File: src/rtl/lsu_pkg.sv
// shared opcodes, widths and access-size helpers, imported by every LSU module and the testbench
`default_nettype none

package lsu_pkg;

    localparam int WORD_W    = 32;
    localparam int ADDR_W    = 10;          // byte address kept by the unit, wraps at 1 KiB
    localparam int RAM_DEPTH = 256;
    localparam int RAM_AW    = ADDR_W - 2;  // word index into the data RAM

    // access sizes as returned by op_size
    localparam logic [1:0] SZ_BYTE = 2'd0;
    localparam logic [1:0] SZ_HALF = 2'd1;
    localparam logic [1:0] SZ_WORD = 2'd2;

    typedef enum logic [3:0] {
        OP_NONE = 4'd0,
        OP_LB   = 4'd1,
        OP_LBU  = 4'd2,
        OP_LH   = 4'd3,
        OP_LHU  = 4'd4,
        OP_LW   = 4'd5,
        OP_SB   = 4'd6,
        OP_SH   = 4'd7,
        OP_SW   = 4'd8
    } mem_op_t;

    function automatic logic op_is_load(mem_op_t op);
        return op inside {OP_LB, OP_LBU, OP_LH, OP_LHU, OP_LW};
    endfunction

    function automatic logic [1:0] op_size(mem_op_t op);
        logic [1:0] size;
        case (op)
            OP_LH, OP_LHU, OP_SH: size = SZ_HALF;
            OP_LW, OP_SW:         size = SZ_WORD;
            default:              size = SZ_BYTE;  // bytes and the idle opcode never fault
        endcase
        return size;
    endfunction

endpackage

`default_nettype wire

File: src/rtl/store_align.sv
// store lane shifter: moves store data onto the byte lanes and forms the RAM byte enables
`timescale 1ns/1ns
`default_nettype none

module store_align
    import lsu_pkg::*;
(
    input  mem_op_t           s1_op,
    input  logic [1:0]        lane,
    input  logic [WORD_W-1:0] store_data,
    output logic [WORD_W-1:0] wdata,
    output logic [3:0]        byte_en
);

    logic [7:0]  st_byte;
    logic [15:0] st_half;

    assign st_byte = store_data[7:0];
    assign st_half = store_data[15:0];

    // narrow data is replicated on every lane, the enables pick the one that lands
    always_comb begin
        wdata   = '0;
        byte_en = 4'b0000;
        case (s1_op)
            OP_SW: begin
                wdata   = store_data;
                byte_en = 4'b1111;
            end
            OP_SH: begin
                wdata   = {2{st_half}};
                byte_en = lane[1] ? 4'b1100 : 4'b0011;
            end
            OP_SB: begin
                wdata   = {4{st_byte}};
                byte_en = 4'b0001 << lane;
            end
            default: begin
                wdata   = '0;  // loads and idle slots write nothing
                byte_en = 4'b0000;
            end
        endcase
    end

endmodule

`default_nettype wire
File: config.mk
export PLATFORM = sky130hd
export DESIGN_NAME = store_align
export DESIGN_NICKNAME = d
export VERILOG_FILES = /design/src/rtl/lsu_pkg.sv /design/src/rtl/store_align.sv
export SDC_FILE = /design/constraint.sdc
export NUM_CORES = 1
export LEC_CHECK = 0
export BUFFER_PORTS_ARGS = -buffer_cell sky130_fd_sc_hd__buf_2
export CORE_MARGIN = 2
export CORE_UTILIZATION = 34
export DETAILED_ROUTE_END_ITERATION = 16
export GPL_TIMING_DRIVEN = 0
export PLACE_DENSITY = 0.95
export SLEW_MARGIN = 20
export SYNTH_ARGS = -nofsm -noshare
export SYNTH_HDL_FRONTEND = slang
export SYNTH_SLANG_ARGS = --single-unit
File: constraint.sdc
create_clock -name vclk -period 3
set_clock_uncertainty 0.15 [all_clocks]
set_input_delay 0.3 -clock vclk [all_inputs]
set_output_delay 0.3 -clock vclk [all_outputs]
set_load 0.05 [all_outputs]
# Yosys cells after proc, flatten, opt, wreduce, memory -nomap -nowiden
# Index checks and enable logic that the tools add are counted.
[totals] in_bits=38 regBits=0 out_inout_bits=36
[classes] n_shift=1 eq_ne=3 mux=3
[op_table] cell="$pmux 32 s3" n=1
[op_table] cell="$pmux 4 s3" n=1
[op_table] cell="$eq 4x3->1 const B" n=2
[op_table] cell="$eq 4x4->1 const B" n=1
[op_table] cell="$mux 4" n=1
[op_table] cell="$shl 1x2->4 const A" n=1

# Logic depth before layout (Yosys ltp)
[logic_depth] depth_word=2 ltp_mapped=4 depth_no_buf=3

# Worst setup path before layout
# No wires, ideal clock.
[synth_timing] kind="input to output" from="input s1_op[0]" to="output byte_en[1]" arrival_ns=1.748 setup_slack_ns=0.802 n_path_buf=1 path_stages=3 path_cell_list="buf_2 > o21ai_0 > o21ai_0"
[synth_via] elab_chain_len=2 elab_cells_between_ends=4
[synth_lines] element="start: declaration" line_no="store_align.sv:8" source="input mem_op_t s1_op,"
[synth_lines] element="$eq 4x3->1 / $eq 4x4->1 (equally long branches)" line_no="store_align.sv:25" source="case (s1_op)"
[synth_lines] element="$pmux 4 s3 *" line_no="store_align.sv:25"
[synth_lines] element="end: declaration" line_no="store_align.sv:12" source="output logic [3:0] byte_en"
# Every way passes the cells marked *; elsewhere a longest branch is shown, timed or not.

# Worst setup path in the final report
[layout_timing] from="input s1_op[3]" to="output wdata[11]"
[layout_via] elab_chain_len=2 elab_cells_between_ends=4
[layout_lines] element="$eq 4x3->1 / $eq 4x4->1 (equally long branches)" line_no="store_align.sv:25"
[layout_lines] element="$pmux 32 s3 *" line_no="store_align.sv:25"
[layout_lines] element="end: declaration" line_no="store_align.sv:11" source="output logic [WORD_W-1:0] wdata,"
# Marked as above.

==> impl_metrics.toml <==
[run_status]
status = "completed"

[global_routing]
grt_usage_pct = 22.2
grt_overflow = 0
grt_pass1_wl_um = 3260
antenna_found_initial = 0
grt_max_degree = 11
grt_pass1_vias = 730

[timing]
drv_slew = 0
timing.fmax_ghz = 0.468
slew_headroom_pct = 57.7
finalCritPeriodShare_pct = 71.3
tightest_slew_ns = 0.632
finalSetupViolCount = 0
fin_crit_ns = 2.14
rsz0062_at_grt = "no"
finalHoldViolCount = 0
setup_tns_ns = 0
hold_slack_ns = 0.821

[critical_path]
crit_type = "in2out"
crit_required_ns = 2.55
cp_max_fo = 10
arrival_ns = 1.69
critical_path.startpoint_type = "input pin"
cp-end-kind = "output pin"

[layout]
seq_cells = 0
drive_gt1_share_pct = 58.2
syn2layout_area_growth_pct = 77.7
nNetsFinal = 181
stdcell_area_um2 = 890
n_clock_buffer = 0
num_antenna_cells = 0
seq_area_um2 = 0

[detailed_routing]
firstDrtPassIters = 5
avgRoutedWirePerCell_um = 13.3
vias = 849
drc = 0
drt-total-wl_um = 2070
drtAntennaViolNets = 0
drt_iter0_drc = 8
viasPerCell = 5.44

[yosys]
syn_nets = 105
avgSynthCellArea_um2 = 7.47
synthDistinctLibCells = 17
ys_seq_area_share_pct = 0
yosys_warnings = 0
netlist_area_um2 = 500
synth_cells = 67

[die]
rows = 13
die_height_um = 42.4
core_area_um2 = 1330
dieArea_um2 = 1790
start_util_pct = 37.5
ios = 74
die_w_um = 42.4

[placement]
placed_area_um2 = 890
gp_congestion = 0.733
hpwlAfterDp_um = 1640
io_buffers = 74

[run]
maxCapViolations = 0

[worst_hold_path]
hold_path_class = "in2out"
worstHoldPathCells = 3

[power_and_ir_drop]
power_mw = 0.173
ir_worst_vdd_uv = 101
p_leak_nw = 0.579
powerDensity_nw_per_um2 = 194

[clock_network]
hold_buffers = 0
post_cts_resized = 0
post_cts_buffers = 0
[final timing paths]
path,to,slack (ns),start
worst max-delay path,wdata[11],0.86,s1_op[3]
worst min-delay path,byte_en[1],0.82,lane[1]
[through the flow]
stage	util, %	std cells	worst slack, ns
6_report	66.7	156	0.862
5_1_grt	66.7	156	0.780
4_1_cts	66.7	156	0.857
3_5_place_dp	66.7	156	0.859
3_3_place_gp	66.7	156	0.911
2_1_floorplan	-	67	0.802
[Yosys cell counts]
cell      number  share of area [%]
a22o_1        16                 28
o21ai_0       11                 11
nand2_1       10                7.5
and2_1         8                 10
mux2i_1        8                 16
buf_2          2                2.0
nand3_1        2                2.0
a21o_4         1                3.0
and3b_1        1                1.8
buf_6          1                2.2
inv_1          1               0.75
nand2_4        1                2.2
nand2b_1       1                1.3
nand3b_4       1                4.0
nor2_1         1               0.75
nor4b_4        1                4.7
or4b_4         1                2.7
[where the power goes]
| group | leakage [nW] | switching, mW | total, mW | internal, mW |
|---|---|---|---|---|
| clock network | 0 | 0 | 0 | 0 |
| registers | 0 | 0 | 0 | 0 |
| logic | 0.579 | 0.119 | 0.173 | 0.0538 |
| total | 0.579 | 0.119 | 0.173 | 0.0538 |
[cell families (layout without fill, tap and decap cells)]
kind of cell / Yosys count / in the layout / synth area share (%)
AO/OA/AOI/OAI: 28 / 28 / 42.0
AND/OR/NAND/NOR: 27 / 27 / 37.0
multiplexers: 8 / 8 / 16.0
buffers and inverters: 4 / 78 / 5.00
[layout by cell type (no fill, tap or decap)]
cell      instances
nand3_1           2
and3b_1           1
or4b_4            1
buf_2            76
a22o_1           16
a21o_4            1
nand2_1          10
and2_1            8
nand2b_1          1
nor4b_4           1
mux2i_1           8
o21ai_0          11
nand2_4           1
nor2_1            1
nand3b_4          1
buf_6             1
inv_1             1
[worst max-delay path: stages]
cell	delay (ns)
buf_2	0.12
nand3b_4	0.22
nor2_1	0.52
a22o_1	0.25
buf_2	0.27
[routing by layer]
metal,vias up,routed length (um),track usage [%]
met5,-,0,0
met4,0,0,3.13
met3,0,192,2.16
met2,52,1030,43.4
met1,389,846,25.8
li1,408,-,-
[layout make-up]
class              instances  area, um^2
multi-input cells         63         475
fillers                  117         444
repair buffers            74         370
plain buffers              3        21.3
well taps                 15        18.8
inverters                  1        3.75
Power figures use the tool's default switching activity.
