==> src/rtl/lsu_pkg.sv <==
// shared opcodes, widths and access-size helpers, imported by every LSU module and the testbench
`default_nettype none

package lsu_pkg;

    localparam int WORD_W    = 32;
    localparam int ADDR_W    = 10;          // byte address kept by the unit, wraps at 1 KiB
    localparam int RAM_DEPTH = 256;
    localparam int RAM_AW    = ADDR_W - 2;  // word index into the data RAM

    // access sizes as returned by op_size
    localparam logic [1:0] SZ_BYTE = 2'd0;
    localparam logic [1:0] SZ_HALF = 2'd1;
    localparam logic [1:0] SZ_WORD = 2'd2;

    typedef enum logic [3:0] {
        OP_NONE = 4'd0,
        OP_LB   = 4'd1,
        OP_LBU  = 4'd2,
        OP_LH   = 4'd3,
        OP_LHU  = 4'd4,
        OP_LW   = 4'd5,
        OP_SB   = 4'd6,
        OP_SH   = 4'd7,
        OP_SW   = 4'd8
    } mem_op_t;

    function automatic logic op_is_load(mem_op_t op);
        return op inside {OP_LB, OP_LBU, OP_LH, OP_LHU, OP_LW};
    endfunction

    function automatic logic [1:0] op_size(mem_op_t op);
        logic [1:0] size;
        case (op)
            OP_LH, OP_LHU, OP_SH: size = SZ_HALF;
            OP_LW, OP_SW:         size = SZ_WORD;
            default:              size = SZ_BYTE;  // bytes and the idle opcode never fault
        endcase
        return size;
    endfunction

endpackage

`default_nettype wire

==> src/rtl/load_align.sv <==
// load extraction: picks the addressed byte or halfword of the RAM word and extends it
`timescale 1ns/1ns
`default_nettype none

module load_align
    import lsu_pkg::*;
(
    input  mem_op_t           s2_op,
    input  logic [1:0]        lane,
    input  logic              s2_fault,
    input  logic [WORD_W-1:0] rdata,
    output logic [WORD_W-1:0] load_data
);

    logic [7:0]  sel_byte;
    logic [15:0] sel_half;
    logic        sign_ext;

    assign sel_byte = rdata[{lane, 3'b000} +: 8];
    assign sel_half = lane[1] ? rdata[31:16] : rdata[15:0];  // lane[0] is zero when aligned
    assign sign_ext = (s2_op == OP_LB) || (s2_op == OP_LH);

    // ~~~~~~~~~~~~~~~~~~~~~~~~~~~~~~~~~~~~~~~~~~~~~~~~~~~~~~~~~~~~~~~~~~~~~~~~~~
    // extension and zeroing
    // ~~~~~~~~~~~~~~~~~~~~~~~~~~~~~~~~~~~~~~~~~~~~~~~~~~~~~~~~~~~~~~~~~~~~~~~~~~

    always_comb begin
        load_data = '0;  // stores, idle slots and faulting loads return zero
        if (!s2_fault && op_is_load(s2_op)) begin
            case (op_size(s2_op))
                SZ_BYTE: begin
                    load_data = {{(WORD_W-8){sign_ext & sel_byte[7]}}, sel_byte};
                end
                SZ_HALF: begin
                    load_data = {{(WORD_W-16){sign_ext & sel_half[15]}}, sel_half};
                end
                default: begin
                    load_data = rdata;
                end
            endcase
        end
    end

endmodule

`default_nettype wire

==> config.mk <==
export PLATFORM = sky130hd
export DESIGN_NAME = load_align
export DESIGN_NICKNAME = d
export VERILOG_FILES = /design/src/rtl/lsu_pkg.sv /design/src/rtl/load_align.sv
export SDC_FILE = /design/constraint.sdc
export NUM_CORES = 1
export LEC_CHECK = 0
export ABC_AREA = 1
export BUFFER_PORTS_ARGS = -buffer_cell sky130_fd_sc_hd__buf_2
export CORE_ASPECT_RATIO = 0.6
export CORE_UTILIZATION = 33
export DETAILED_ROUTE_END_ITERATION = 8
export GPL_ROUTABILITY_DRIVEN = 0
export PLACE_DENSITY = 0.71
export SETUP_SLACK_MARGIN = 0.1
export SLEW_MARGIN = 15
export SYNTH_ARGS = -nofsm -noshare
export SYNTH_HDL_FRONTEND = slang
export SYNTH_SLANG_ARGS = --single-unit
==> constraint.sdc <==
create_clock -name vclk -period 1.8
set_input_delay 0.36 -clock vclk [all_inputs]
set_output_delay 0.36 -clock vclk [all_outputs]
set_load 0.05 [all_outputs]
## After elaboration in Yosys (flattened, before gate mapping)

Cells that the tools add are included.

- Bits in registers: 0
- Word-level logic and storage cells: 23
- Output and inout bits: 32
- Bits of input ports: 39

- Shift-type cells: 1
- Bitwise logic cells: 2
- Equal/unequal tests: 8
- Reduce and logical (&&, ||, !) cells: 7
- Muxes and demuxes: 5

Operators by type and width:

| cell | number |
|---|---|
| $pmux 32 s2 | 1 |
| $mux 32 | 1 |
| $shiftx 32x6->8 | 1 |
| $mux 16 | 1 |
| $eq 4x3->1 const B | 3 |
| $eq 4x2->1 const B | 2 |
| $reduce_bool 5->1 | 1 |
| $eq 4x1->1 const B | 1 |
| $eq 4x4->1 const B | 1 |
| $pmux 2 s2 | 1 |
| $reduce_or 3->1 | 1 |
| $and 1x1->1 | 2 |
| $eq 2x1->1 const B | 1 |
| $logic_not 2->1 | 1 |
| $mux 2 | 1 |
| $reduce_or 2->1 | 1 |
| $logic_and 1x1->1 | 1 |
| $logic_not 1->1 | 1 |
| $logic_or 1x1->1 | 1 |

## Longest topological paths before layout

Gate-level depths: netlist of the first run.

- Depth in word-level cells: 7
- Depth in mapped cells: 9
- Mapped depth without buffers: 8

## Least setup slack after synthesis of the first run

No wires, ideal clock.

- Path kind: input to output
- Start: input port s2_op[0]
- End: output port load_data[7]
- Cell stages on the path: 6
- Setup slack: -260 ps
- Arrival: 1700 ps
- Buffers on the path: 1
- Cells stage by stage: nor2_1 -> nand2_1 -> nand2_2 -> buf_6 -> a21oi_1 -> a21oi_1

- Longest elaborated chain between the ends: 7
- Elaborated cells on any way between the ends: 17
- Classes of those cells: 8 x eq/ne; 4 x mux; 5 x reduce/logical

Ends and longest elaborated chain:

| item | line | RTL |
|---|---|---|
| start, declared | load_align.sv:8 | `input mem_op_t s2_op,` |
| $eq 4x2->1, or another cell as far along | lsu_pkg.sv:29, lsu_pkg.sv:34 |  |
| $reduce_or 3->1 / $reduce_or 2->1 (equally long branches) | lsu_pkg.sv:34 | `case (op)` |
| $pmux 2 s2 | lsu_pkg.sv:34 |  |
| $mux 2 | load_align.sv:29 | `if (!s2_fault && op_is_load(s2_op)) begin` |
| $eq 2x1->1 / $logic_not 2->1 (equally long branches) | load_align.sv:30 | `case (op_size(s2_op))` |
| $pmux 32 s2 | load_align.sv:30 |  |
| $mux 32 (*) | load_align.sv:29 |  |
| end, declared | load_align.sv:12 | `output logic [WORD_W-1:0] load_data` |

Mark *: on every way between the ends. The rest lies on a longest branch, timed or not. The select of a mux whose other input is x is not followed.

## Final worst setup path of the first run

- Start: input port s2_op[2]
- End: output port load_data[3]

Same word-level chain as after synthesis.

==> impl_metrics.py, run 1 <==
metrics = {
    "die": {
        "row_count": 16,
        "die_y_um": 47.5,
        "io_pins": 71,
        "core-area_um2": 3280,
        "start_util_pct": 34.7,
        "die_width_um": 77.9,
        "die_area_um2": 3700,
    },
    "sta": {
        "tightest_slew_ps": 299,
        "grt_setup_unrepaired": "true",
        "fin_ws_ps": -91.4,
        "shortest_clock_period_the_worst_path_allows_after_layout_ps": 1890,
        "min_period_over_period_pct": 105,
        "slew-limit-headroom_pct": 79.9,
        "maxClockFrequency_ghz": 0.529,
        "number_of_hold_violations_in_the_final_report": 0,
        "setup_viol_count_final": 28,
        "timing_max_transition_violations_final": 0,
    },
    "pwr": {
        "cellPowerDensity_nw_per_um2": 239,
        "seq_power_share_pct": 0,
        "power.static_leakage_nw": 1.33,
        "power_report.internal_total_w": 0.000249,
        "netSwitchingPower_w": 0.000361,
        "vdd_ir_drop_max_v": 0.000156,
        "power_frac_comb_pct": 100.0,
        "switching_share_pct": 59.2,
        "p_clk_share_pct": 0,
    },
    "final_layout": {
        "final_net_count": 382,
        "regArea_um2": 0,
        "final.clkbuf_count": 0,
        "drive_above_1_share_pct": 60.4,
        "number_of_filler_cells_placed_in_the_layout": 258,
        "post_layout_util_pct": 77.6,
        "synthToLayoutAreaGrowth_pct": 124,
        "num_antenna_cells": 0,
        "seq_cell_count": 0,
    },
    "logic_synthesis": {
        "synth.area.top_cells": "sky130_fd_sc_hd__nand2_1 (22%), sky130_fd_sc_hd__nor2_1 (19%), sky130_fd_sc_hd__inv_1 (16%)",
        "synth_cell_types": 17,
        "postSynthAreaPerCell_um2": 4.52,
        "syn_std_cell_area_um2": 1140,
        "syn_inst": 252,
        "synth.net_count": 291,
        "synth-warning-count": 0,
        "fraction_of_post_synthesis_cell_area_in_the_top_cell_type_by_area_pct": 22.1,
        "seq_area_frac_synth_pct": 0,
        "post-synth-top-area-cell": "sky130_fd_sc_hd__nand2_1",
    },
    "routing": {
        "detail_route.first_pass.iterations": 4,
        "dr.first_iter.drc_count": 89,
        "vias_after_detailed_routing": 1840,
        "route.detailed.wl_per_inst_um": 12.6,
        "finalWirelength_mm": 4.85,
        "post-route-drc-count": 0,
        "via_per_inst": 4.77,
        "final_antenna_net_count": 0,
    },
    "setup_path": {
        "slowest_stage": "sky130_fd_sc_hd__buf_6",
        "critPathLaunchType": "input pin",
        "worst_path_largest_cell_delay_ps": 170,
        "timing.critical_path.arrival_ps": 1530,
        "critical_path_required_ps": 1440,
        "crit_path_cell_trace": "buf_8, buf_4, nand3_1, nand2_2, nand2_4, buf_6, a21oi_2, nand2_2, nor2_4, buf_6",
        "critical-path-top-delay-family": "buffers and inverters",
        "critPathKind": "input pin to output pin",
        "critical_path.max_fanout": 12,
        "critical_path.n_buffers_inverters": 4,
        "endpoint_kind": "output pin",
    },
    "placed_design": {
        "dp_worst_setup_slack_ps": -187,
        "io_buffer_count": 71,
        "place.detailed.hpwl_mm": 3.06,
    },
    "grt": {
        "first_global_vias": 1546,
        "first_pass_grt_wire_length_mm": 6.84,
        "maximum_number_of_pins_on_one_net_before_global_route_repair": 19,
        "track_usage_pct": 22.9,
        "final_global_route_overflow_total": 0,
        "grt_antenna_before_repair": 0,
    },
    "status": {
        "status": "complete, but fails checks",
        "violations": "setup timing",
    },
    "job": {
        "maximum_capacitance_violations": 0,
    },
    "clocking": {
        "cts.hold.buffers_added": 0,
    },
    "hold_path": {
        "hold_class": "input pin to output pin",
    },
}
Yosys cell counts:
library cell,count
sky130_fd_sc_hd__nand2_1,67
sky130_fd_sc_hd__inv_2,2
sky130_fd_sc_hd__clkbuf_1,1
sky130_fd_sc_hd__nand3_4,2
sky130_fd_sc_hd__nor2_1,57
sky130_fd_sc_hd__nand2_4,1
sky130_fd_sc_hd__nand2_2,4
sky130_fd_sc_hd__nand4_1,1
sky130_fd_sc_hd__buf_6,5
sky130_fd_sc_hd__inv_1,49
sky130_fd_sc_hd__nand3_1,12
sky130_fd_sc_hd__o21ai_0,11
sky130_fd_sc_hd__nor2_8,1
sky130_fd_sc_hd__buf_2,2
sky130_fd_sc_hd__buf_4,4
sky130_fd_sc_hd__a21oi_1,29
sky130_fd_sc_hd__nor2_2,4
through the flow:
step           TNS (ps)  total power [W]  hold WS, ps  cells  cell area (um2)
2_1_floorplan         0         0.000292          969    252             1250
3_3_place_gp      -4370         0.000415         1210    377             1740
3_5_place_dp      -4960         0.000419         1210    377             1740
4_1_cts            -208         0.000528         1160    380             2260
5_1_grt           -3680         0.000652         1190    386             2550
6_report          -1300         0.000610         1160    386             2550
layer usage:
layer	vias to the layer above	part of all wire [%]	track usage, %
li1	939	-	-
met1	821	47	32.9
met2	78	46	39.1
met3	2	7.2	2.29
met4	0	0.33	1.89
met5	-	0	0
power groups by stage:
stage	clock, W	sequential, W	combinational (W)
5_1_grt	0	0	0.000652
3_5_place_dp	0	0	0.000419
2_1_floorplan	0	0	0.000292
3_3_place_gp	0	0	0.000415
6_report	0	0	0.000610
4_1_cts	0	0	0.000528
worst paths after layout:
| path | startpoint | end | slack, ps | cells after the start |
|---|---|---|---|---|
| setup / recovery | s2_op[2] | load_data[3] | -90 | 10 |
| hold / removal | rdata[7] | load_data[7] | 1160 | 4 |
logic make-up (layout without fill, tap and decap cells):
logic type,Yosys count,in the layout,synth area share (%)
AND/OR/NAND/NOR,149,150,56.9
buffers and inverters,63,151,25.6
AO/OA/AOI/OAI,40,40,17.6
cell type report:
| cell class | instances | area (um2) | share of cell area [%] |
|---|---|---|---|
| multi-input combinational | 190 | 1240 | 48.8 |
| timing repair buffer | 100 | 995 | 39.0 |
| inverter | 51 | 254 | 9.97 |
| tap | 45 | 56.3 | 2.21 |
cell usage in the layout, fill, tap and decap left out, drive strengths merged:
master	count
clkbuf	3
nor2	62
clkinv	1
a21oi	29
nand2	72
o21ai	11
buf	97
clkinvlp	10
nand3	15
nand4	1
inv	40
repair_timing:
action | 4_1_cts | 5_1_grt
endpoints found under the setup margin | 32 | 32
pin swaps | 13 | 15
buffers inserted | 0 | 3
gates resized for setup | 155 | 58
gates cloned | 3 | 3
Note: power is estimated with default switching activity, not from simulation.
==> run 2: changes to the inputs <==
==> constraint.sdc (replaced) <==
create_clock -name vclk -period 1.8
set_input_delay 0.36 -clock vclk [all_inputs]
set_output_delay 0.36 -clock vclk [all_outputs]
set_load 0.005 [all_outputs]
==> run 2 against run 1 <==
Design area down 20%; highest routed layer unchanged; global-route usage fell by 1.8 points; fmax increased by 9.0%; largest power group unchanged; flip-flop and latch count unchanged; sequential share of layout area did not move; via count decreased by 2.9%; wire length shrank 6.4%; core utilization fell by 15 points; worst hold slack worse by 45 ps; final cell count down 2.3%; combinational power decreased by 28%; the run now ends clean.
==> impl_metrics.py, run 2 (synthesis gave the netlist of run 1 again) <==
metrics = {
    "routing": {
        "via_per_inst": 4.74,
        "detail_route.first_pass.iterations": 4,
        "route.detailed.wl_per_inst_um": 12.1,
        "finalWirelength_mm": 4.54,
        "vias_after_detailed_routing": 1786,
        "final_antenna_net_count": 0,
        "dr.first_iter.drc_count": 125,
        "post-route-drc-count": 0,
    },
    "die": {
        "die_width_um": 77.9,
        "die_y_um": 47.5,
        "die_area_um2": 3700,
        "row_count": 16,
        "io_pins": 71,
        "start_util_pct": 34.7,
        "core-area_um2": 3280,
    },
    "setup_path": {
        "critPathKind": "input pin to output pin",
        "slowest_stage": "sky130_fd_sc_hd__nor2_8",
        "endpoint_kind": "output pin",
        "critPathLaunchType": "input pin",
        "timing.critical_path.arrival_ps": 1370,
        "crit_path_cell_trace": "buf_8, inv_4, nand2_4, nor2_4, nor2_8, buf_6, nand3_4, nand2_2, inv_1, buf_2",
        "critical_path_required_ps": 1440,
        "worst_path_largest_cell_delay_ps": 180,
        "critical_path.max_fanout": 8,
    },
    "final_layout": {
        "most-common-layout-cells": "sky130_fd_sc_hd__buf_2 (66), sky130_fd_sc_hd__nand2_1 (47), sky130_fd_sc_hd__inv_1 (44)",
        "final_design_area_no_fill_um2": 2050,
        "num_antenna_cells": 0,
        "drive_above_1_share_pct": 53.6,
        "layout.cells.most_common": "sky130_fd_sc_hd__buf_2",
        "final.clkbuf_count": 0,
        "final_net_count": 373,
        "regArea_um2": 0,
        "seq_cell_count": 0,
        "number_of_filler_cells_placed_in_the_layout": 330,
        "synthToLayoutAreaGrowth_pct": 79.8,
        "finish.cell_count_without_fillers": 377,
        "multiInputGateArea_um2": 1140,
        "post_layout_util_pct": 62.4,
    },
    "grt": {
        "final_global_route_overflow_total": 0,
        "track_usage_pct": 21.1,
        "grt_antenna_before_repair": 0,
        "first_pass_grt_wire_length_mm": 6.20,
        "maximum_number_of_pins_on_one_net_before_global_route_repair": 21,
        "first_global_vias": 1346,
    },
    "sta": {
        "timing_max_transition_violations_final": 0,
        "tightest_slew_ps": 223,
        "slew-limit-headroom_pct": 84.9,
        "maxClockFrequency_ghz": 0.577,
        "grt_setup_unrepaired": "true",
        "setup_viol_count_final": 0,
        "number_of_hold_violations_in_the_final_report": 0,
        "min_period_over_period_pct": 96.4,
        "holdWs_ps": 1110,
        "shortest_clock_period_the_worst_path_allows_after_layout_ps": 1730,
    },
    "hold_path": {
        "holdCritStartpoint": "rdata[7]",
        "hold_class": "input pin to output pin",
        "min_delay_path_depth": 4,
        "timing.hold.worst_endpoint": "load_data[7]",
    },
    "pwr": {
        "vdd_ir_drop_max_v": 0.000108,
        "fin_total_pwr_w": 0.000439,
        "cellPowerDensity_nw_per_um2": 214,
        "power.static_leakage_nw": 1.34,
    },
    "placed_design": {
        "placed_cells_incl_taps": 372,
        "io_buffer_count": 71,
        "place.detailed.hpwl_mm": 2.96,
        "placedInstanceArea_um2": 1610,
    },
    "job": {
        "maximum_capacitance_violations": 0,
    },
    "status": {
        "status": "finished, final reports clean",
    },
}
run 2: cell types whose count changed in the layout (fill, tap and decap cells not counted), sizes merged:
cell	change
clkbuf	-3
inv	+11
clkinvlp	-10
buf	-6
clkinv	-1
run 2: area by class of cell:
cell class                 instances  area share [%]
tap                               45            2.75
inverter                          51            9.71
timing repair buffer              91            31.8
multi-input combinational        190            55.7
run 2: timing repair:
| action | CTS | global route |
|---|---|---|
| hold endpoints to repair | 0 | 0 |
| buffers inserted | 3 | 0 |
| pin swaps | 10 | 15 |
| hold buffers | 0 | 0 |
| gates cloned | 2 | 0 |
| gates resized for setup | 46 | 71 |
| endpoints found under the setup margin | 32 | 32 |
run 2: power by group:
part | leakage, nW | switching [W] | internal, W
Clock | 0 | 0 | 0
Combinational | 1.34 | 0.000249 | 0.000190
Sequential | 0 | 0 | 0
Total | 1.34 | 0.000249 | 0.000190
run 2: worst max-delay path: cells and delay by family:
family                 cells  cell delay, ps
buffers and inverters      5             440
AND/OR/NAND/NOR            5             560
run 2: how the worst max path moves through the flow:
stage,end,from,cells past startpoint,slack [ps]
detailed placement,load_data[15],s2_op[3],8,1
global placement,load_data[13],s2_op[3],11,2
finish,load_data[26],s2_op[1],10,70
CTS,load_data[4],lane[1],9,70
global route,load_data[19],s2_op[2],10,-10
floorplan,load_data[23],s2_op[3],8,290
run 2: metal layers:
| metal | track usage, % | vias to the layer above | share of wire (%) |
|---|---|---|---|
| met5 | 0 | - | 0 |
| met4 | 0.755 | 0 | 0.40 |
| met3 | 2.29 | 2 | 8.2 |
| met2 | 34.9 | 75 | 46 |
| met1 | 31.2 | 793 | 46 |
| li1 | - | 916 | - |
run 2: stage by stage:
stage,setup slack [ps],setup TNS [ps]
3_5_place_dp,1.39,0
3_3_place_gp,2.42,0
2_1_floorplan,290,0
4_1_cts,69.8,0
5_1_grt,-13.1,-46.6
6_report,65.4,0
