### config.mk
export PLATFORM = sky130hd
export DESIGN_NAME = agu
export DESIGN_NICKNAME = d
export VERILOG_FILES = /design/src/rtl/lsu_pkg.sv /design/src/rtl/agu.sv
export SDC_FILE = /design/constraint.sdc
export NUM_CORES = 1
export LEC_CHECK = 0
export BUFFER_PORTS_ARGS = -buffer_cell sky130_fd_sc_hd__buf_2
export CAP_MARGIN = 20
export CORE_MARGIN = 1.5
export CORE_UTILIZATION = 39
export CTS_CLUSTER_SIZE = 12
export DETAILED_ROUTE_END_ITERATION = 16
export PLACE_DENSITY = 0.85
export SLEW_MARGIN = 25
export SYNTH_ARGS = -nofsm -noshare
export SYNTH_HDL_FRONTEND = slang
export SYNTH_SLANG_ARGS = --single-unit
### constraint.sdc
create_clock -name clk -period 3.6 [get_ports clk]
set_input_delay 0.36 -clock clk [delete_from_list [all_inputs] [get_ports clk]]
set_output_delay 0.36 -clock clk [all_outputs]
set_load 0.02 [all_outputs]
### src/rtl/lsu_pkg.sv
// shared opcodes, widths and access-size helpers, imported by every LSU module and the testbench
`default_nettype none

package lsu_pkg;

    localparam int WORD_W    = 32;
    localparam int ADDR_W    = 10;          // byte address kept by the unit, wraps at 1 KiB
    localparam int RAM_DEPTH = 256;
    localparam int RAM_AW    = ADDR_W - 2;  // word index into the data RAM

    // access sizes as returned by op_size
    localparam logic [1:0] SZ_BYTE = 2'd0;
    localparam logic [1:0] SZ_HALF = 2'd1;
    localparam logic [1:0] SZ_WORD = 2'd2;

    typedef enum logic [3:0] {
        OP_NONE = 4'd0,
        OP_LB   = 4'd1,
        OP_LBU  = 4'd2,
        OP_LH   = 4'd3,
        OP_LHU  = 4'd4,
        OP_LW   = 4'd5,
        OP_SB   = 4'd6,
        OP_SH   = 4'd7,
        OP_SW   = 4'd8
    } mem_op_t;

    function automatic logic op_is_load(mem_op_t op);
        return op inside {OP_LB, OP_LBU, OP_LH, OP_LHU, OP_LW};
    endfunction

    function automatic logic [1:0] op_size(mem_op_t op);
        logic [1:0] size;
        case (op)
            OP_LH, OP_LHU, OP_SH: size = SZ_HALF;
            OP_LW, OP_SW:         size = SZ_WORD;
            default:              size = SZ_BYTE;  // bytes and the idle opcode never fault
        endcase
        return size;
    endfunction

endpackage

`default_nettype wire

### src/rtl/agu.sv
// address generation: base plus offset, registered byte address and alignment check
`timescale 1ns/1ns
`default_nettype none

module agu
    import lsu_pkg::*;
(
    input  logic              clk,
    input  logic              resetn,
    input  logic              req,
    input  logic [WORD_W-1:0] base,
    input  logic [WORD_W-1:0] offset,
    input  mem_op_t           s1_op,
    output logic [ADDR_W-1:0] addr,
    output logic              misaligned,
    output logic [1:0]        s2_lane
);

    logic [WORD_W-1:0] sum;

    assign sum = base + offset;  // only the low ADDR_W bits are kept, so addresses wrap

    always_ff @(posedge clk) begin
        if (!resetn) begin
            addr    <= '0;
            s2_lane <= 2'b00;
        end else begin
            if (req) begin
                addr <= sum[ADDR_W-1:0];
            end
            s2_lane <= addr[1:0];  // follows the access into stage 2 for load extraction
        end
    end

    // the size comes from the opcode that ctrl holds in stage 1
    always_comb begin
        case (op_size(s1_op))
            SZ_HALF: misaligned = addr[0];
            SZ_WORD: misaligned = |addr[1:0];
            default: misaligned = 1'b0;
        endcase
    end

endmodule

`default_nettype wire

Word-level counts from Yosys, hierarchy flattened
Index checks and enable logic that the tools add are counted.

Register bits: 12. Input port bits: 71. Output and inout port bits: 13. Word-level logic and storage cells: 15.

$add $sub $neg: 1. Equal/unequal tests: 7. Muxes and demuxes: 2. Reduce and logical (&&, ||, !) cells: 3.

Operators with widths (count): equality test 4 x 3 -> 1 bit (second input constant) (3); adder 10 bit (1); equality test 4 x 2 -> 1 bit (second input constant) (1); equality test 4 bit (second input constant) (1); one-hot mux 2 bit (2 select lines) (1); OR reduction 2 bit (2); OR reduction 3 bit (1); equality test 2 x 1 -> 1 bit (second input constant) (1); equality test 2 bit (second input constant) (1); one-hot mux 1 bit (2 select lines) (1).

Logic depth before layout (Yosys ltp)
Gate-level depths: netlist (run 1).

Word-level depth: 5. Gate-level depth with buffers: 8. Mapped depth without buffers: 8.

Least setup slack after synthesis (run 1)
Ideal clock, no wire load.

Kind: input to register. Start point: input offset[0]. End point: register addr[6]. Setup time: 0.129 ns. Arrival time: 1.626 ns. Required time: 3.471 ns. Setup slack: 1.845 ns. Cell stages on the path: 8. Path through: ha_1 > inv_1 > fa_1 > nand2b_1 > a21oi_1 > a31oi_1 > nand4_1 > o211ai_1.

Longest elaborated chain between the ends: 1.

RTL lines: from (decl) (line agu.sv:12) `input logic [WORD_W-1:0] offset,`; adder 10 bit (line agu.sv:21) `assign sum = base + offset;`; to (signal assigned) (line agu.sv:29) `addr <= sum[ADDR_W-1:0];`; to (decl) (line agu.sv:14) `output logic [ADDR_W-1:0] addr,`.

Every way passes these cells. A chain may end at the register's enable or synchronous reset.

Final worst setup path (run 1)
Start point: input s1_op[0]. End point: output misaligned.

Longest elaborated chain between the ends: 5.

RTL lines: from (decl) (line agu.sv:13) `input mem_op_t s1_op,`; equality test 4 x 2 -> 1 bit, or another cell as far along (line lsu_pkg.sv:34) `case (op)`; OR reduction 3 bit / OR reduction 2 bit (equally long branches) (line lsu_pkg.sv:34); one-hot mux 2 bit (2 select lines) * (line lsu_pkg.sv:34); equality test 2 bit / equality test 2 x 1 -> 1 bit (equally long branches) (line agu.sv:37) `case (op_size(s1_op))`; one-hot mux 1 bit (2 select lines) * (line agu.sv:37); to (decl) (line agu.sv:15) `output logic misaligned,`.

Every way passes the cells marked *; elsewhere a longest branch is shown, timed or not.

==> key figures, run 1 <==
Status
  – Status: completed

Floorplanning
  – Row cnt: 17
  – Total Die Area: 2570 sq um
  – Die Height: 50.7 microns
  – Die X: 50.7 microns
  – Starting Density: 40.8%
  – Ports: 84
  – Core footprint: 2170 sq um

Logic synthesis
  – Most common cell in the netlist: dfxtp_1
  – Synth Cell Area: 886 sq um
  – Post-synth EDFFs: 0
  – Avg Cell Area, Syn: 8.52 sq um
  – Top cells by count, synth: dfxtp_1, ha_1, nand2_1, a21oi_1, nand3b_1
  – Synth top area share: 27.1%
  – Post-synthesis sequential area ratio: 27.1%
  – Cell taking the most area after synthesis: dfxtp_1
  – Syn nets: 187
  – Async set-reset flop share out of synthesis: 0%
  – Count of different cell masters after synthesis: 28
  – Synthesis Warnings: 0
  – Synthesized instance count: 104
  – #FFs+latches synth: 12
  – Synth top area cells: dfxtp_1, ha_1, nand3b_1, nand2_1, a21oi_1
  – Top_reg_cell synth: dfxtp_1

Power
  – Pleak: 0.000578 uW
  – Power per cell area: 345 nW/um^2
  – Max VDD drop: 0.157 mV

Critical path
  – CP delay by family, top: compound AO/OA/AOI/OAI gates
  – Startpoint Class: input pin
  – Worst Setup End Kind: primary output
  – Bufs and invs on worst path: 3
  – Slowest stage cell on the critical path: a21oi_1
  – Slowest stage delay, CP: 0.19 ns
  – CP cell instances: buf_2 > nor2_1 > nand2_1 > a21oi_1 > inv_1 > ha_1 > o21ai_0 > a21oi_1 > buf_2
  – Worst path arrival time: 1.45 ns
  – CP required: 3.24 ns
  – WS Path Type: in2out
  – CP max FO: 4

STA
  – Minimum clock period: 1.81 ns
  – Max-slew violation count: 0
  – Final setup viols: 0
  – Final-report hold violation count: 0
  – Clock Skews: 0.000293 ns
  – Max Freq: 0.552 GHz
  – Tcrit/Tclk final: 50.4%
  – Unrepaired setup endpoints after global routing: false
  – Setup TNS: 0 ns
  – Slew headroom: 82.0%
  – Actual slew at the worst max-slew pin: 0.269 ns
  – Hold_ws: 0.464 ns

GRT
  – Largest net degree at the start of global routing: 17
  – GRT overflow: 0
  – Tot GR Track Use: 15.7%
  – First-pass GRT wire length: 3.13 mm
  – Initial antenna violation count: 0
  – Via count of the first global-routing pass: 782

Clock tree
  – Clk buf depth: 2
  – Worst-Skew Late Latency: 0.27 ns
  – Post-CTS Setup Inserts: 0
  – Resize count post-CTS: 0
  – Total CTS buffers: 3
  – H-tree Lvls: 1
  – CTS clock-pin slew for the worst setup and hold paths: 0.07 ns
  – Clock Sink Count: 12
  – CTS Hold Bufs: 0
  – Root Driver: clkbuf_4
  – TritonCTS clock tree: yes

Place
  – Cell Area, Placed: 1100 sq um
  – Port bufs: 39
  – HPWL Detailed: 1.63 mm
  – GP Congestion: 0.755
  – Dpl cells: 168

Drt
  – DRC: 0
  – Final wirelength: 1.98 mm
  – Antenna viol nets, final: 0
  – Drt pass-1 iters: 4
  – Drt initial violations: 11
  – WL/cell: 11.5 microns
  – Via count: 864
  – Vias per cell: 5.02

Layout
  – Nets: 228
  – Share of cells above drive strength 1: 32.6%
  – Cell area after layout: 1140 sq um
  – Final Non-Filler Cells: 172
  – Area Overhead vs Synth: 28.7%
  – Diode count: 0

Job
  – Max-Cap Viols: 0

Worst hold path
  – Worst min-delay path class: reg2reg
==> state kept, by name (all words and copies together), names as in the netlist <==
signal / count
addr: 10
s2_lane: 2
==> cell usage in the layout, fill, tap and decap left out, types with 2 or more instances in the layout <==
cell / Yosys / layout
o211ai_1: 2 / 2
xnor2_1: 4 / 4
xor2_1: 3 / 3
and2_1: 2 / 2
nand3b_1: 7 / 7
nand2_1: 11 / 11
o21ai_0: 4 / 4
ha_1: 11 / 11
buf_2: 1 / 39
mux2i_1: 3 / 3
nand4_1: 2 / 2
inv_1: 6 / 6
a31oi_1: 2 / 2
dfxtp_1: 12 / 12
o21ai_1: 2 / 2
clkbuf_4: 0 / 3
nor2b_1: 4 / 4
a21o_1: 4 / 4
a21oi_1: 8 / 8
nor2_1: 6 / 6
==> through the flow <==
stage	power (uW)	util, %	setup slack [ns]
2_1_floorplan	247	-	1.85
4_1_cts	395	52.5	1.78
5_1_grt	417	52.5	1.67
3_5_place_dp	292	50.9	1.62
6_report	394	52.5	1.79
3_3_place_gp	284	50.9	1.65
==> metal layers <==
metal	part of all wire, %	wire [microns]	GRT usage (%)
met1	43	851	18.6
met2	52	1030	28.3
met3	4.2	84	0.893
met4	0.76	15	8.11
met5	0	0	0
==> layout make-up <==
| class | count | area [sq um] |
|---|---|---|
| multi-input combinational | 83 | 611 |
| timing repair buffer | 39 | 195 |
| sequential | 12 | 240 |
| tap | 28 | 35.0 |
| fill | 215 | 1030 |
| clock buffer | 4 | 36.3 |
| inverter | 6 | 22.5 |
==> kinds of logic after synthesis <==
family | count (synthesis) | share of synthesized area [%]
fa+ha+maj | 12 | 17.8
flops | 12 | 27.1
buf+inv | 9 | 3.95
simple gates | 33 | 19.5
mux | 3 | 3.39
compound gates | 28 | 21.3
xor+xnor | 7 | 6.92
==> path summary, 6_finish.rpt <==
path | startpoint | endpoint | slack [ns] | cells past startpoint
worst max-delay path | s1_op[0] | misaligned | 1.79 | 9
worst min register to register | addr[9] | addr[9] | 0.46 | 2
worst min-delay path | addr[9] | addr[9] | 0.46 | 2
worst max register to register | addr[1] | addr[1] | 2.96 | 1
==> where the power goes <==
group / switching (uW) / internal, uW
Combinational: 77.5 / 59.4
Clock: 42.8 / 61.4
Sequential: 6.74 / 146
(Power assumes the default switching activity.)
==> run 2: changes to the inputs <==
--- a/config.mk
+++ b/config.mk
@@ -8,10 +8,10 @@
 export BUFFER_PORTS_ARGS = -buffer_cell sky130_fd_sc_hd__buf_2
 export CAP_MARGIN = 20
 export CORE_MARGIN = 1.5
-export CORE_UTILIZATION = 39
+export CORE_UTILIZATION = 36
 export CTS_CLUSTER_SIZE = 12
 export DETAILED_ROUTE_END_ITERATION = 16
-export PLACE_DENSITY = 0.85
+export PLACE_DENSITY = 0.79
 export SLEW_MARGIN = 25
 export SYNTH_ARGS = -nofsm -noshare
 export SYNTH_HDL_FRONTEND = slang
==> constraint.sdc (replaced) <==
create_clock -name clk -period 1.8 [get_ports clk]
set_input_delay 0.18 -clock clk [delete_from_list [all_inputs] [get_ports clk]]
set_output_delay 0.18 -clock clk [all_outputs]
set_load 0.02 [all_outputs]
==> run 2 against run 1 <==
Against the previous run: combinational power grew 100%; largest cell class unchanged; flip-flop and latch count stayed put; critical endpoint is now addr[8]; via count decreased by 0.23%; hold slack got worse by 0.19 ns; critical path depth unchanged; wire length is 0.66% higher; global-route usage up 0.55 points; sequential share of layout area down 0.14 points; die area is 7.8% higher; power grew 100%.
==> key figures, run 2 (synthesis results as in run 1) <==
Status
  – Status: completed

Layout
  – Share of cells above drive strength 1: 33.1% (+0.46 points)
  – Nets: 229 (+0.44%)
  – Leading cell type in the layout, fill and taps excluded: buf_2
  – Max reg flops: 10 (unchanged)
  – Area Overhead vs Synth: 29.5%
  – Fillers: 204 (-5.1%)
  – Diode count: 0 (unchanged)
  – Registers with the most flip-flops: addr (10), s2_lane (2)
  – Biggest register: addr
  – Final Non-Filler Cells: 173 (+0.58%)
  – Commonest non-fill, non-tap cells in the layout: buf_2, dfxtp_1, nand2_1, ha_1, a21oi_1

Power
  – Switching Fraction: 32.1% (-0.19 points)
  – Pleak: 0.000583 uW (+0.89%)
  – Max VDD drop: 0.333 mV (+110%)
  – Sequential power share: 38.7% (about the same)
  – Clock Power Share: 26.5% (about the same)
  – Cell Int Power: 535 uW (+100%)
  – Power per cell area: 686 nW/um^2 (+99%)
  – Comb pwr share: 34.7% (about the same)
  – Total net switching power: 253 uW (+99%)

Floorplanning
  – Total Die Area: 2770 sq um (+7.8%)
  – Die X: 52.6 microns (+3.8%)
  – Core footprint: 2280 sq um (+4.9%)
  – Starting Density: 38.9% (-1.9 points)
  – Ports: 84 (unchanged)
  – Row cnt: 17 (unchanged)
  – Die Height: 52.6 microns (+3.8%)

Clock tree
  – Resize count post-CTS: 0 (unchanged)
  – Root Driver: clkbuf_4
  – Clock Sink Count: 12 (unchanged)
  – Clk buf depth: 2 (unchanged)
  – TritonCTS clock tree: yes
  – CTS clock-pin slew for the worst setup and hold paths: 0.07 ns (about the same)
  – Worst-Skew Late Latency: 0.27 ns (about the same)
  – Post-CTS Setup Inserts: 0 (unchanged)
  – Total CTS buffers: 3 (unchanged)
  – CTS Hold Bufs: 0 (unchanged)
  – H-tree Lvls: 1 (unchanged)

Critical path
  – Worst path arrival time: 1.63 ns (+0.18 ns)
  – Worst Setup End Kind: flip-flop
  – WS Path Type: in2reg
  – CP max FO: 3 (-1)
  – Startpoint Class: input pin
  – CP required: 1.95 ns (-1.29 ns)

STA
  – Clock Skews: 0.00203 ns (+0.00174 ns)
  – Max Freq: 0.678 GHz
  – Setup TNS: 0 ns (unchanged)
  – Slew headroom: 80.8% (-1.2 points)
  – Minimum clock period: 1.48 ns
  – Max-slew violation count: 0 (unchanged)
  – Final-report hold violation count: 0 (unchanged)
  – Hold_ws: 0.272 ns (-0.191 ns)
  – Actual slew at the worst max-slew pin: 0.285 ns (+0.0155 ns)
  – Final setup viols: 0 (unchanged)
  – Unrepaired setup endpoints after global routing: false
  – Final worst slack: 0.324 ns (-1.46 ns)
  – Tcrit/Tclk final: 82.0%

Drt
  – Drt pass-1 iters: 4 (unchanged)
  – WL/cell: 11.5 microns (about the same)
  – Antenna viol nets, final: 0 (unchanged)
  – Drt initial violations: 13 (+2)
  – Via count: 862 (-0.23%)
  – Vias per cell: 4.98 (-0.81%)
  – DRC: 0 (unchanged)
  – Final wirelength: 1.99 mm (+0.66%)

GRT
  – Tot GR Track Use: 16.3% (+0.55 points)
  – Via count of the first global-routing pass: 813 (+4.0%)
  – Largest net degree at the start of global routing: 17 (unchanged)
  – GRT overflow: 0 (unchanged)
  – First-pass GRT wire length: 3.37 mm (+7.5%)
  – Initial antenna violation count: 0 (unchanged)

Place
  – HPWL Detailed: 1.71 mm (+5.1%)
  – Pre-CTS setup slack: 0.0297 ns (-1.59 ns)
  – Port bufs: 39 (unchanged)
  – GP Congestion: 0.869 (+15%)
  – Dpl cells: 169 (+0.60%)

Job
  – Max-Cap Viols: 0 (unchanged)

Worst hold path
  – Worst min-delay path class: in2reg
-- run 2: final cells by class --
cell class / count / area (sq um) / share of cell area, %
Multi-Input combinational cell: 83 / 611 / 53.2
Sequential cell: 12 / 240 / 20.9
Timing Repair Buffer: 40 / 203 / 17.7
Clock buffer: 4 / 36.3 / 3.16
Tap cell: 28 / 35.0 / 3.05
Inverter: 6 / 22.5 / 1.96
-- run 2: power groups by stage --
| stage | Sequential (uW) | Combinational, uW | Clock [uW] |
|---|---|---|---|
| finish | 305 | 274 | 209 |
| global route | 309 | 303 | 235 |
| CTS | 305 | 274 | 218 |
| detailed placement | 311 | 274 | 0 |
| global placement | 311 | 260 | 0 |
| floorplan | 342 | 152 | 0 |
-- run 2: final timing paths --
check | to | depth (start not counted) | slack [ns] | start
setup / recovery | addr[8] | 9 | 0.32 | offset[0]
hold / removal | addr[1] | 2 | 0.27 | resetn
setup reg to reg | addr[1] | 1 | 1.17 | addr[1]
hold reg to reg | addr[7] | 2 | 0.46 | addr[7]
-- run 2: metal layers --
metal / up-vias / GRT usage (%) / share of wire, %
li1: 450 / - / -
met1: 387 / 19.2 / 41
met2: 23 / 28.5 / 53
met3: 2 / 3.14 / 5.0
met4: 0 / 6.41 / 0.60
met5: - / 0 / 0
-- run 2: through the flow --
step           area (sq um)  util, %  power, uW
3_5_place_dp           1110     48.8        585
5_1_grt                1150     50.4        847
4_1_cts                1150     50.4        797
2_1_floorplan           886        -        494
3_3_place_gp           1110     48.8        572
6_report               1150     50.4        787
-- run 2: critical path, stage by stage --
cell and delay [ns]:
buf_2 0.08, ha_1 0.16, inv_1 0.06, fa_1 0.40
nand2b_1 0.16, a21oi_1 0.24, a21oi_1 0.15, nand4_1 0.11
o211ai_1 0.08
==> run 3: changes to the inputs <==
==> constraint.sdc (replaced) <==
create_clock -name clk -period 1.45 [get_ports clk]
set_input_delay 0.145 -clock clk [delete_from_list [all_inputs] [get_ports clk]]
set_output_delay 0.145 -clock clk [all_outputs]
set_load 0.02 [all_outputs]
==> run 3 against run 2 <==
Against the previous run: worst setup slack got worse by 0.25 ns; sequential share of layout area is 1.6 points lower; clock skew decreased by 0.0017 ns; final cell count up 4.0%; hold slack worse by 0.017 ns; wire length grew 13%; largest power group is now combinational cells; highest routed layer unchanged.
==> key figures, run 3 (synthesis results as in run 1) <==
Status
  – Status: completed

Critical path
  – Slowest stage cell on the critical path: ha_1
  – CP max FO: 3 (unchanged)
  – CP delay by family, top: compound AO/OA/AOI/OAI gates
  – WS Path Type: in2out
  – Startpoint Class: input pin
  – Worst path arrival time: 1.24 ns (-0.39 ns)
  – CP dominant cell by count: a21oi_2
  – CP required: 1.31 ns (-0.64 ns)
  – CP cell instances: buf_2 > nand3b_1 > a21oi_2 > inv_1 > ha_1 > o21ai_2 > a21oi_2 > buf_4
  – Worst Setup End Kind: primary output
  – Slowest stage delay, CP: 0.19 ns (-0.21 ns)
  – Bufs and invs on worst path: 3 (+1)

Clock tree
  – Worst-Skew Late Latency: 0.27 ns (about the same)
  – Clock Sink Count: 12 (unchanged)
  – H-tree Lvls: 1 (unchanged)
  – Total CTS buffers: 3 (unchanged)
  – Clk buf depth: 2 (unchanged)
  – Root Driver: clkbuf_4
  – CTS Hold Bufs: 0 (unchanged)
  – TritonCTS clock tree: yes
  – CTS clock-pin slew for the worst setup and hold paths: 0.07 ns (about the same)

Place
  – GP Congestion: 0.839 (-3.4%)
  – Dpl cells: 176 (+4.1%)
  – HPWL Detailed: 1.80 mm (+5.4%)
  – Port bufs: 39 (unchanged)
  – Pre-CTS setup slack: -0.134 ns (-0.164 ns)

Drt
  – WL/cell: 12.5 microns (+8.5%)
  – DRC: 0 (unchanged)
  – Antenna viol nets, final: 0 (unchanged)
  – Drt initial violations: 17 (+4)
  – Vias per cell: 5.29 (+6.1%)
  – Final wirelength: 2.25 mm (+13%)
  – Drt pass-1 iters: 5 (+1)
  – Via count: 952 (+10%)

GRT
  – Tot GR Track Use: 16.9% (+0.67 points)
  – Via count of the first global-routing pass: 889 (+9.3%)
  – Largest net degree at the start of global routing: 17 (unchanged)
  – GRT overflow: 0 (unchanged)
  – First-pass GRT wire length: 3.45 mm (+2.5%)
  – Initial antenna violation count: 0 (unchanged)

Worst hold path
  – Worst min-delay path class: in2reg

Layout
  – Nets: 236 (+3.1%)
  – Share of cells above drive strength 1: 41.4% (+8.3 points)
  – Final Non-Filler Cells: 180 (+4.0%)
  – Registers with the most flip-flops: addr (10), s2_lane (2)
  – Max reg flops: 10 (unchanged)
  – Area Overhead vs Synth: 40.0%
  – Fillers: 213 (+4.4%)
  – Biggest register: addr
  – Leading cell type in the layout, fill and taps excluded: buf_2
  – FF+latch area: 240 sq um (unchanged)
  – Multi-input gate area: 648 sq um (+6.1%)
  – Diode count: 0 (unchanged)
  – Commonest non-fill, non-tap cells in the layout: buf_2, dfxtp_1, nand2_1, ha_1, buf_4

Power
  – Max VDD drop: 0.412 mV (+24%)
  – Pleak: 0.000622 uW (+6.6%)
  – Power per cell area: 828 nW/um^2 (+21%)

STA
  – Clock Skews: 0.000327 ns (-0.00170 ns)
  – Max-slew violation count: 0 (unchanged)
  – Final setup viols: 0 (unchanged)
  – Tcrit/Tclk final: 95.2%
  – Actual slew at the worst max-slew pin: 0.247 ns (-0.0376 ns)
  – Slew headroom: 83.5% (+2.7 points)
  – Final-report hold violation count: 0 (unchanged)
  – Final worst slack: 0.0694 ns (-0.255 ns)
  – Minimum clock period: 1.38 ns
  – Max Freq: 0.724 GHz

Floorplanning
  – Total Die Area: 2770 sq um (unchanged)
  – Core footprint: 2280 sq um (unchanged)
  – Die Height: 52.6 microns (unchanged)
  – Row cnt: 17 (unchanged)
  – Ports: 84 (unchanged)
  – Starting Density: 38.9% (unchanged)
  – Die X: 52.6 microns (unchanged)

Job
  – Max-Cap Viols: 0 (unchanged)
-- run 3: per-layer routing --
layer / routed length (microns) / GRT usage [%]
met5: 0 / 0
met2: 1190 / 30.6
met4: 69 / 12.8
met3: 94 / 2.57
met1: 891 / 17.2
-- run 3: final timing paths --
path	startpoint	to	slack (ns)	cells past startpoint
worst max-delay path	s1_op[3]	misaligned	0.07	8
worst min-delay path	resetn	addr[0]	0.25	2
worst max register to register	addr[0]	addr[0]	0.80	2
worst min register to register	addr[9]	addr[9]	0.47	2
-- run 3: cell type report --
type / count / share of cell area, %
Timing Repair Buffer: 47 / 20.8
Tap cell: 28 / 2.83
Multi-Input combinational cell: 83 / 52.3
Clock buffer: 4 / 2.93
Inverter: 6 / 1.82
Sequential cell: 12 / 19.4
-- run 3: what timing repair did --
action                     4_1_cts  5_1_grt
pin swaps                        0        1
buffers inserted                 0        0
cloned                           0        0
setup endpoints to repair        1        1
resized for setup                1        5
-- run 3: per-stage QoR --
step | total power, uW | TNS (ns) | instance area, sq um | hold slack (ns) | util (%)
3_3_place_gp | 747 | -0.202 | 1190 | 0.432 | 52.2
4_1_cts | 1020 | 0 | 1220 | 0.249 | 53.8
3_5_place_dp | 766 | -0.428 | 1190 | 0.454 | 52.2
6_report | 1030 | 0 | 1240 | 0.255 | 54.5
2_1_floorplan | 625 | 0 | 910 | 0.329 | -
5_1_grt | 1090 | -0.0367 | 1240 | 0.261 | 54.5
-- run 3: power by group --
group,total (uW),internal [uW],switching (uW)
clock,260,153,108
combinational,386,179,207
sequential,380,362,18.4
total,1030,693,333
-- run 3: worst register-to-register path, cell delays in order, from the launching register on --
cell and delay (ns):
dfxtp_1 0.40, mux2i_1 0.10, nor2b_1 0.10
